<file path="config.mk">
export PLATFORM = sky130hd
export DESIGN_NAME = boot_loader
export DESIGN_NICKNAME = d
export VERILOG_FILES = /design/src/verilog/boot_pkg.sv /design/src/verilog/boot_loader.sv /design/src/verilog/boot_rom.sv /design/src/verilog/copy_datapath.sv /design/src/verilog/copy_fsm.sv /design/src/verilog/word_counter.sv
export SDC_FILE = /design/constraint.sdc
export NUM_CORES = 1
export LEC_CHECK = 0
export ABC_AREA = 1
export BUFFER_PORTS_ARGS = -buffer_cell sky130_fd_sc_hd__buf_4
export CORE_MARGIN = 8
export CORE_UTILIZATION = 30
export CTS_BUF_LIST = sky130_fd_sc_hd__clkbuf_2 sky130_fd_sc_hd__clkbuf_4 sky130_fd_sc_hd__clkbuf_8
export CTS_CLUSTER_DIAMETER = 200
export DETAILED_ROUTE_END_ITERATION = 10
export PLACE_DENSITY = 0.57
export SYNTH_ARGS = -nofsm -noshare
export SYNTH_HDL_FRONTEND = slang
export SYNTH_SLANG_ARGS = --single-unit
export TNS_END_PERCENT = 30
</file>
<file path="constraint.sdc">
create_clock -name clk -period 2.5 [get_ports clk]
set_input_delay 0.25 -clock clk [delete_from_list [all_inputs] [get_ports clk]]
set_output_delay 0.25 -clock clk [all_outputs]
set_load 0.05 [all_outputs]
</file>
<file path="src/boot_image.hex">
// One 64-bit boot ROM word per line in hex, starting at ROM address 0
8f3a0c11d2e45b70
17c4e9a05b38f2d1
a2d65f1e09c7b384
4b90e3d7a1f2605c
d13f7a2c8e04b9e6
6e85c0b49d1a7f23
f04b2d6e7c9358a1
29e7a8135fb0c4de
c58d1f40e62a9b37
73a2b6c9d0e815f4
be16d4f2a7839c05
0d7f53a8c1b6e249
e9c3108bf45da762
5a48e7d20cf391b8
91bd6c3a8e2f4075
36f0a95d1b7ce8c2
fc2e8b17d490a563
84d519e6a3c07f2b
1f6ac4b83e95d270
c7039d5fe2a18b46
5b9e27a0c6d43f81
e24f8c3b917a06d5
70c1d5e84bf2a93e
ad8736f2c05e1b49
0293fa4e6d8bc715
db54e1a97f3608c2
68ad0c2fb1e4795d
b1f7932d4ac8e063
4fe26b8093d57a1c
c83d14f7e26ab905
19a7e5c20d4f83b6
f56b28d9c71e4a30
8e0d3a64f2b5c917
27c9f18b5ea0d364
d4826ec3a917f05b
6b1e0f975cd832a4
a95cb3482ef60d17
3e07d6a19b4c5f82
f7a4195e8d2b60c3
520c8be736f9a41d
c1e96d2a04b8f375
8d3bf0c65a17e29e
14f652a7e9d0bc38
e86a0d3fc4259b71
7b2dc8916fe03a54
a05e37b4d18c926f
36c9e45f0b7a1d82
fd81a26c93e54b07
92475eb81dc06af3
4e1cb9d0a7f2385c
cb6f0483e52d9a17
0a93d7f25c8e416b
e5284ac16b9f0d3e
71d6ef3890a4c5b2
bc0a3951f7e8624d
2f7b84e6c3d190a8
d93e6b0a2185f7c4
6084f1c9be3a2d57
a7c52d8e4f096b13
15ef9a3b70c8d4e6
fa60c7e2d934815b
83b92f054ae6c7d1
4c2d86a1f7b039e8
e1f45b7c08d2a693

</file>
<file path="src/verilog/boot_pkg.sv">
/*
  Shared sizes, vector types, request and write structs
  and the copy state encoding of the boot image loader
*/

package boot_pkg;

  // ------------------------------------------------------------
  // Sizes
  // ------------------------------------------------------------

  // The boot ROM holds 64 words of 64 bits
  localparam int rom_addr_width = 6;
  localparam int rom_depth      = 64;
  localparam int data_width     = 64;

  // Destination memory is word addressed
  localparam int mem_addr_width = 16;

  // Image loaded into the ROM at elaboration
  localparam string image_file = "/design/src/boot_image.hex";

  // ------------------------------------------------------------
  // Vector types
  // ------------------------------------------------------------

  typedef logic [rom_addr_width-1:0] rom_addr_t;
  typedef logic [data_width-1:0]     data_word_t;
  typedef logic [mem_addr_width-1:0] mem_addr_t;

  // One extra bit so that a full ROM copy of 64 words fits
  typedef logic [rom_addr_width:0]   word_count_t;

  // Additive checksum, wraps modulo 2^64
  typedef logic [data_width-1:0]     checksum_t;

  // ------------------------------------------------------------
  // Structs and state encoding
  // ------------------------------------------------------------

  typedef struct packed {
    rom_addr_t   src_base;
    mem_addr_t   dst_base;
    word_count_t count;
  } boot_request_t;

  typedef struct packed {
    mem_addr_t  addr;
    data_word_t data;
  } mem_write_t;

  typedef enum logic [1:0] {
    idle,
    reading,
    draining,
    finishing
  } copy_state_t;

endpackage

</file>
<file path="src/verilog/boot_loader.sv">
/*
  Boot image loader top level with the ROM, copy sequencer,
  word counter and copy datapath
*/

`timescale 1ns/1ps

module boot_loader (
  input  logic                    clk,
  input  logic                    reset,
  input  logic                    start,
  input  boot_pkg::boot_request_t request,
  output logic                    busy,
  output logic                    mem_we,
  output boot_pkg::mem_write_t    mem_write,
  output logic                    done,
  output boot_pkg::checksum_t     checksum
);

  import boot_pkg::*;

  // ------------------------------------------------------------
  // Internal wiring
  // ------------------------------------------------------------

  // Sequencer strobes
  logic load;
  logic step;
  logic rom_ce;
  logic data_valid;

  // Counter state back to the sequencer and datapath
  logic      count_empty;
  logic      last;
  rom_addr_t offset;

  // ROM read port
  rom_addr_t  rom_addr;
  data_word_t rom_data;

  // ------------------------------------------------------------
  // Instances
  // ------------------------------------------------------------

  boot_rom u_rom (
    .clk  (clk),
    .ce   (rom_ce),
    .addr (rom_addr),
    .dout (rom_data)
  );

  // The counter loads straight from the request on the start cycle
  word_counter u_counter (
    .clk    (clk),
    .reset  (reset),
    .load   (load),
    .count  (request.count),
    .step   (step),
    .offset (offset),
    .empty  (count_empty),
    .last   (last)
  );

  copy_fsm u_fsm (
    .clk         (clk),
    .reset       (reset),
    .start       (start),
    .count_empty (count_empty),
    .last        (last),
    .load        (load),
    .step        (step),
    .rom_ce      (rom_ce),
    .data_valid  (data_valid),
    .busy        (busy),
    .done        (done)
  );

  copy_datapath u_datapath (
    .clk        (clk),
    .reset      (reset),
    .load       (load),
    .data_valid (data_valid),
    .request    (request),
    .offset     (offset),
    .rom_addr   (rom_addr),
    .rom_data   (rom_data),
    .mem_we     (mem_we),
    .mem_write  (mem_write),
    .checksum   (checksum)
  );

endmodule

</file>
<file path="src/verilog/boot_rom.sv">
/*
  Single-ported boot ROM with a registered read port,
  preloaded from the boot image file
*/

`timescale 1ns/1ps

module boot_rom (
  input  logic                clk,
  input  logic                ce,
  input  boot_pkg::rom_addr_t addr,
  output boot_pkg::data_word_t dout
);

  import boot_pkg::*;

  // Word storage, one entry per ROM address
  data_word_t rom_array [rom_depth];

  // Contents come from the image file once at startup
  // Each line of the file is one 64-bit word in hex
  initial begin
    $readmemh(image_file, rom_array);
  end

  // Read port
  // The addressed word shows on dout one cycle after ce
  // With ce low the last word read stays on the output
  always_ff @(posedge clk) begin
    if (ce) begin
      dout <= rom_array[addr];
    end
  end

endmodule

</file>
<file path="src/verilog/copy_datapath.sv">
/*
  Source and destination address generation, the external
  write register and the 64-bit checksum accumulator
*/

`timescale 1ns/1ps

module copy_datapath (
  input  logic                    clk,
  input  logic                    reset,
  input  logic                    load,
  input  logic                    data_valid,
  input  boot_pkg::boot_request_t request,
  input  boot_pkg::rom_addr_t     offset,
  output boot_pkg::rom_addr_t     rom_addr,
  input  boot_pkg::data_word_t    rom_data,
  output logic                    mem_we,
  output boot_pkg::mem_write_t    mem_write,
  output boot_pkg::checksum_t     checksum
);

  import boot_pkg::*;

  // Source base kept for the whole copy
  rom_addr_t src_base_q;

  // Destination of the next word leaving the ROM
  mem_addr_t dst_ptr;

  rom_addr_t src_base_cur;

  // ------------------------------------------------------------
  // Source address
  // ------------------------------------------------------------

  // The first read goes out in the load cycle, before the request
  // register has been written, so the live request is used then
  assign src_base_cur = load ? request.src_base : src_base_q;

  // Adding in 6 bits wraps the read past the top of the ROM
  assign rom_addr = src_base_cur + offset;

  always_ff @(posedge clk) begin
    if (load) begin
      src_base_q <= request.src_base;
    end
  end

  // ------------------------------------------------------------
  // Destination address and write register
  // ------------------------------------------------------------

  // Pointer advances once per word, wrapping at 16 bits
  always_ff @(posedge clk) begin
    if (load) begin
      dst_ptr <= request.dst_base;
    end else if (data_valid) begin
      dst_ptr <= dst_ptr + mem_addr_t'(1);
    end
  end

  // Word and address are captured together as the ROM output settles
  always_ff @(posedge clk) begin
    if (data_valid) begin
      mem_write.addr <= dst_ptr;
      mem_write.data <= rom_data;
    end
  end

  // Write strobe follows the captured word by nothing, both appear together
  always_ff @(posedge clk) begin
    if (reset) begin
      mem_we <= 1'b0;
    end else begin
      mem_we <= data_valid;
    end
  end

  // ------------------------------------------------------------
  // Checksum
  // ------------------------------------------------------------

  // Cleared when a request is taken and then holds past done
  // Sum wraps modulo 2^64
  always_ff @(posedge clk) begin
    if (reset) begin
      checksum <= '0;
    end else if (load) begin
      checksum <= '0;
    end else if (data_valid) begin
      checksum <= checksum + rom_data;
    end
  end

endmodule

</file>
<file path="src/verilog/copy_fsm.sv">
/*
  Copy sequencer with read, drain and finish phases,
  driving the counter, the ROM enable and the data-valid strobe
*/

`timescale 1ns/1ps

module copy_fsm (
  input  logic clk,
  input  logic reset,
  input  logic start,
  input  logic count_empty,
  input  logic last,
  output logic load,
  output logic step,
  output logic rom_ce,
  output logic data_valid,
  output logic busy,
  output logic done
);

  import boot_pkg::*;

  copy_state_t state;
  copy_state_t state_next;

  // ------------------------------------------------------------
  // Next state and control strobes
  // ------------------------------------------------------------

  always_comb begin
    state_next = state;
    load       = 1'b0;
    step       = 1'b0;
    rom_ce     = 1'b0;

    case (state)
      // Busy is low in both states, so a start is taken in either
      idle, finishing: begin
        state_next = idle;
        if (start) begin
          load = 1'b1;
          if (count_empty) begin
            // Nothing to copy, report at once
            state_next = finishing;
          end else begin
            // First word is read in the start cycle itself
            rom_ce     = 1'b1;
            step       = 1'b1;
            state_next = last ? draining : reading;
          end
        end
      end

      // One ROM read per cycle until the final word has been issued
      reading: begin
        rom_ce = 1'b1;
        step   = 1'b1;
        if (last) begin
          state_next = draining;
        end
      end

      // Wait while the last word passes the ROM and the write register
      draining: begin
        if (!data_valid) begin
          state_next = finishing;
        end
      end

      default: begin
        state_next = idle;
      end
    endcase
  end

  // Busy drops in the same cycle that done is raised
  assign busy = (state == reading) || (state == draining);
  assign done = (state == finishing);

  // ------------------------------------------------------------
  // State register
  // ------------------------------------------------------------

  // ROM data is valid one cycle after each enabled read
  always_ff @(posedge clk) begin
    if (reset) begin
      state      <= idle;
      data_valid <= 1'b0;
    end else begin
      state      <= state_next;
      data_valid <= rom_ce;
    end
  end

endmodule

</file>
<file path="src/verilog/word_counter.sv">
/*
  Down counter of words still to be read, with the running
  word offset and the empty and last-word flags
*/

`timescale 1ns/1ps

module word_counter (
  input  logic                  clk,
  input  logic                  reset,
  input  logic                  load,
  input  boot_pkg::word_count_t count,
  input  logic                  step,
  output boot_pkg::rom_addr_t   offset,
  output logic                  empty,
  output logic                  last
);

  import boot_pkg::*;

  word_count_t remaining_q;
  rom_addr_t   offset_q;

  // Values seen in the current cycle
  // On a load the new count and a zero offset are used at once, so the
  // first read can go out in the same cycle as the start
  word_count_t remaining_cur;
  rom_addr_t   offset_cur;

  assign remaining_cur = load ? count : remaining_q;
  assign offset_cur    = load ? '0 : offset_q;

  // Flags for the state machine
  assign offset = offset_cur;
  assign empty  = (remaining_cur == word_count_t'(0));
  assign last   = (remaining_cur == word_count_t'(1));

  // ------------------------------------------------------------
  // Counter registers
  // ------------------------------------------------------------

  // A step consumes one word, and it may land in the load cycle
  always_ff @(posedge clk) begin
    if (reset) begin
      remaining_q <= '0;
      offset_q    <= '0;
    end else if (load || step) begin
      if (step) begin
        remaining_q <= remaining_cur - word_count_t'(1);
        offset_q    <= offset_cur + rom_addr_t'(1);
      end else begin
        remaining_q <= remaining_cur;
        offset_q    <= offset_cur;
      end
    end
  end

endmodule
</file>
==> Yosys cells after proc, flatten, opt, wreduce, memory -nomap -nowiden <==
Cells that the tools add are included.
{ "totals": {"ff_bits": 235, "in_bits": 32, "out_inout_bits": 147, "wordCells": 41} }
{ "classes": {"add_sub_neg": 3, "eq_ne": 6, "muxes": 15, "reduce_logical": 8} }
{ "op_table": {"columns": ["op", "count"], "rows": [
  ["$add A64 B64 Y64", 1],
  ["$mux W16", 2],
  ["$add A16 B1 Y16 const B", 1],
  ["$mux W7", 2],
  ["$mux W2", 5],
  ["$eq A7 B1 Y1 const B", 1],
  ["$logic_not A7 Y1", 1],
  ["$sub A7 B1 Y7 const B", 1],
  ["$pmux W2 S3", 1],
  ["$eq A2 B2 Y1 const B", 2],
  ["$mux W1", 4],
  ["$reduce_or A2 Y1", 2],
  ["$eq A2 B1 Y1 const B", 1],
  ["$logic_not A2 Y1", 1],
  ["$logic_or A1 B1 Y1", 2],
  ["$ne A2 B1 Y1 const B", 1],
  ["$ne A2 B2 Y1 const B", 1],
  ["$pmux W1 S2", 1],
  ["$reduce_and A2 Y1", 1],
  ["$reduce_bool A2 Y1", 1]
]} }

==> Logic depth before layout (Yosys ltp) <==
{ "logic_depth": {"word_depth": 9, "ltp_mapped": 16} }

==> Hierarchy <==
From an unflattened synthesis, not the netlist that was laid out.
{ "hier_totals": {"hier_cells": 2109, "hier_area_um2": 13807.0} }
{ "modules_own_cells": {"columns": ["mod", "instances", "cells_per_inst", "area_each_um2"], "rows": [
  ["copy_datapath", 1, 1875, 12165.4],
  ["word_counter", 1, 129, 895.9],
  ["boot_rom", 1, 65, 484.2],
  ["copy_fsm", 1, 40, 261.5]
]} }

==> Least setup slack after synthesis <==
Ideal clock, no wire load.
{ "synth_path": {"path_kind": "flip-flop to flip-flop", "start": "reg u_fsm.state[0]", "end": "reg u_counter.remaining_q[2]", "arrival_time_ns": 2.104, "required_ns": 2.430, "path_slack_ns": 0.326, "stages_incl_launch_ff": 16, "path_buffers": 2, "path_cell_list": "dfxtp_1 > inv_1 > ha_1 > nand2_2 > buf_6 > buf_6 > o21ai_4 > ha_1 > inv_1 > nor2_2 > nand2_1 > nand2_2 > nand2_4 > nand2_4 > nand2_1 > a21oi_1"} }
{ "synth_between": {"elab_chain_len": 9} }
{ "synth_lines": {"columns": ["item", "line_no", "text"], "rows": [
  ["from (decl)", "copy_fsm.sv:24", "copy_state_t state;"],
  ["from (signal assigned)", "copy_fsm.sv:88", "state <= idle;"],
  ["from (signal assigned)", "copy_fsm.sv:91", "state <= state_next;"],
  ["$eq A2 B2 Y1 or $logic_not A2 Y1 (tied branches)", "copy_fsm.sv:37", "case (state)"],
  ["$reduce_or A2 Y1", "copy_fsm.sv:37", null],
  ["$mux W1", "copy_fsm.sv:37", null],
  ["$mux W7", "word_counter.sv:30", "assign remaining_cur = load ? count : remaining_q;"],
  ["$logic_not A7 Y1", "word_counter.sv:35", "assign empty = (remaining_cur == word_count_t'(0));"],
  ["$mux W1", "copy_fsm.sv:43", "if (count_empty) begin"],
  ["$mux W1", "copy_fsm.sv:41", "if (start) begin"],
  ["$pmux W1 S2", "copy_fsm.sv:37", null],
  ["$mux W7 or $logic_or A1 B1 Y1 (tied branches)", "word_counter.sv:48, word_counter.sv:47", null],
  ["to (signal assigned)", "word_counter.sv:49", "remaining_q <= remaining_cur - word_count_t'(1);"],
  ["to (signal assigned)", "word_counter.sv:52", "remaining_q <= remaining_cur;"],
  ["to (decl)", "word_counter.sv:21", "word_count_t remaining_q;"]
]} }
Parallel ways exist; a longest one is shown, timed or not.
A chain may end at the register's enable or synchronous reset.

==> Final worst setup path <==
Same ends and word-level chain as after synthesis.

==> summary.txt <==
STA
  – Slack of the critical path: 0.241 ns
  – Final hold violations: 0
  – Fin Setup TNS: 0 ns
  – Fin crit share: 90.4%
  – Highest clock rate: 443 MHz
  – Max-slew violations: 0
  – Minimum clock period: 2.26 ns
  – Final Skew: 0.00437 ns
  – Final setup fails: 0
  – RSZ-0062 raised after global routing: false

Worst setup path
  – WP data arrival: 2.48 ns
  – Worst Setup End Kind: flop
  – Req. time, crit path: 2.72 ns
  – Critical path fanouts, max: 8
  – Crit path kind: flop to flop
  – CP Launch Type: flop

Die
  – Placement Rows: 38
  – DIE WIDTH: 120 um
  – Initial Utilization: 30.5%
  – Die outline area: 14500 um2
  – I/O pin total: 179
  – Core box area: 10700 um2
  – Die height: 120 um

Logic synthesis
  – Main synth FF type: edfxtp_1
  – Async SR Flop Fraction: 0%
  – Post-synthesis cell type count: 27
  – Largest area contributor in the netlist: buf_4
  – Syn Area/Cell: 7.93 um2
  – Top cell type's share of synthesized area: 29.6%
  – Mapped Area: 3270 um2
  – Flops & latches, synth: 43
  – Cells after synthesis: 413
  – Synth top cells by count: 129 x buf_4, 93 x nand2_1, 35 x nand3_1, 33 x inv_1, 32 x edfxtp_1
  – Post-synth EDFFs: 32
  – Synth top area cells: buf_4 30%, edfxtp_1 29%, nand2_1 11%
  – Leading cell type by number of instances after synthesis: buf_4
  – Register area share after synthesis: 36.1%
  – YS warnings: 0

Route
  – 1st-pass router iterations: 4
  – Initial DRC count: 92
  – Routed WL: 7.04 mm
  – # DRC: 0
  – DR vias/cell: 3.77
  – Average routed wire per standard cell: 11.7 um
  – Routed Antenna Nets: 0
  – DR vias: 2275

Clock network
  – CTS sink count: 43
  – Clk slew on worst S/H paths: 0.09 ns
  – Clk Tree Root Cell: clkbuf_8
  – Later-pin clock latency in the skew report: 0.29 ns
  – Cts bufs inserted: 5
  – CTS max path bufs: 2
  – CTS Hold Buffers Added: 0
  – CTS H-Tree Depth: 2
  – CTS tree: built

Placement
  – Number of port buffers: 44
  – Dpl ws: 0.134 ns
  – Placed wire-length estimate: 5.64 mm
  – RD Place Congestion: 0.837
  – DP Cell Count: 595

Layout
  – Area delta synth->final: 3.78%
  – Fillers: 1194
  – Final Non-Filler Cells: 603
  – Final net count: 500
  – Layout cells sized above 1: 14.9%
  – Core Util, Final: 31.6%
  – Antenna diodes: 0

Worst hold path
  – Worst hold path class: input port to flop

Global route
  – Vias in the first global route: 2418
  – First-pass GRT wire length: 11.4 mm
  – Total Routing Usage GR: 9.50%
  – Largest net degree at the start of global routing: 18
  – Antenna violations before repair: 0
  – GRT overflow: 0

Run
  – # Max-Cap Violations: 0

Power and ir drop
  – Leak: 1.73 nW
  – Highest ir drop seen on vdd: 442 uV
  – Power Dens Cells: 1280 nW/um2

Status
  – Status: complete, no violations
==> per-layer routing <==
layer  part of all wire (%)  wire [um]  track usage (%)  vias to the layer above
met1                     40       2800             10.4                     1036
met4                   0.54         38             2.26                        0
met2                     54       3770             17.7                       82
li1                       -          -                -                     1151
met5                      0          0                0                        -
met3                    6.0        422             2.70                        6
==> report_power, final <==
| part | switching [W] | internal (W) | leakage, nW |
|---|---|---|---|
| sequential | 0.000198 | 0.00122 | 0.396 |
| combinational | 0.00183 | 0.000667 | 1.29 |
| clock | 0.000245 | 0.000206 | 0.0446 |
==> metrics by stage <==
step                total power, W  hold WS (ns)  area [um2]
floorplan                  0.00349         0.429        3750
global route               0.00473         0.183        3400
CTS                        0.00436         0.180        3380
global placement           0.00385         0.464        3290
detailed placement         0.00389         0.475        3290
finish                     0.00436         0.190        3400
==> kinds of logic (layout without fill, tap and decap cells) <==
kind of cell,after synthesis,count (layout),synth area share [%]
adder cells (fa/ha/maj),6,6,2.29
AO/OA/AOI/OAI,22,22,3.86
flip-flops,43,43,36.1
buffers and inverters,169,92,34.7
AND/OR/NAND/NOR,168,168,21.9
other,1,128,0.115
XOR/XNOR,4,4,1.07
==> final cells by class <==
type                            instances  area, um2  share of cell area [%]
Clock buffer                            6       76.3                    2.25
Clock inverter                          2       12.5                   0.368
Inverter                               34        128                    3.76
Multi-Input combinational cell        328       1450                    42.7
Sequential cell                        43       1180                    34.8
Tap cell                              140        175                    5.15
Timing Repair Buffer                   50        375                    11.0
==> registers in the layout (all words and copies together) (netlist names) <==
signal / flops
u_fsm.state: 2
u_datapath.mem_write: 16
u_datapath.dst_ptr: 16
u_datapath.mem_we: 1
u_fsm.data_valid: 1
u_counter.remaining_q: 7
==> worst max-delay path: stages (launching register included) <==
cell	delay [ns]
dfxtp_1	0.37
inv_1	0.10
ha_4	0.31
nand2_2	0.12
o21ai_4	0.22
ha_2	0.26
inv_1	0.07
nor2_2	0.12
nand2_1	0.11
nand2_2	0.09
nand2_4	0.09
nand2_4	0.12
nand2_1	0.06
a21oi_1	0.14
==> final timing paths <==
check | start | end | slack, ns | cells past startpoint
setup reg to reg | u_fsm.state[0]$_SDFFE_PP0P_ | u_counter.remaining_q[2]$_SDFFE_PP0P_ | 0.24 | 13
hold / removal | reset | u_datapath.mem_we$_SDFF_PP0_ | 0.19 | 2
hold reg to reg | u_datapath.dst_ptr[15]$_DFFE_PP_ | u_datapath.mem_write[79]$_DFFE_PP_ | 0.49 | 0
setup / recovery | u_fsm.state[0]$_SDFFE_PP0P_ | u_counter.remaining_q[2]$_SDFFE_PP0P_ | 0.24 | 13
==> cell usage in the layout (no fill, tap or decap), drive strengths merged <==
cell type | synthesis | layout
clkinv | 0 | 1
xnor2 | 1 | 1
conb | 1 | 128
edfxtp | 32 | 32
nor3 | 3 | 3
xor2 | 3 | 3
inv | 34 | 34
clkbuf | 3 | 6
ha | 6 | 6
clkinvlp | 0 | 1
buf | 132 | 50
dfxtp | 11 | 11
nand2 | 97 | 97
a21oi | 6 | 6
nand3 | 35 | 35
nor2 | 28 | 28
nor4 | 3 | 3
a31oi | 2 | 2
nand4 | 2 | 2
o21ai | 13 | 13
a21boi | 1 | 1
==> timing repair <==
item,in CTS,in global routing
gates resized for setup,0,3
setup endpoints to repair,0,7
buffers inserted,0,0
(Power assumes the default switching activity.)
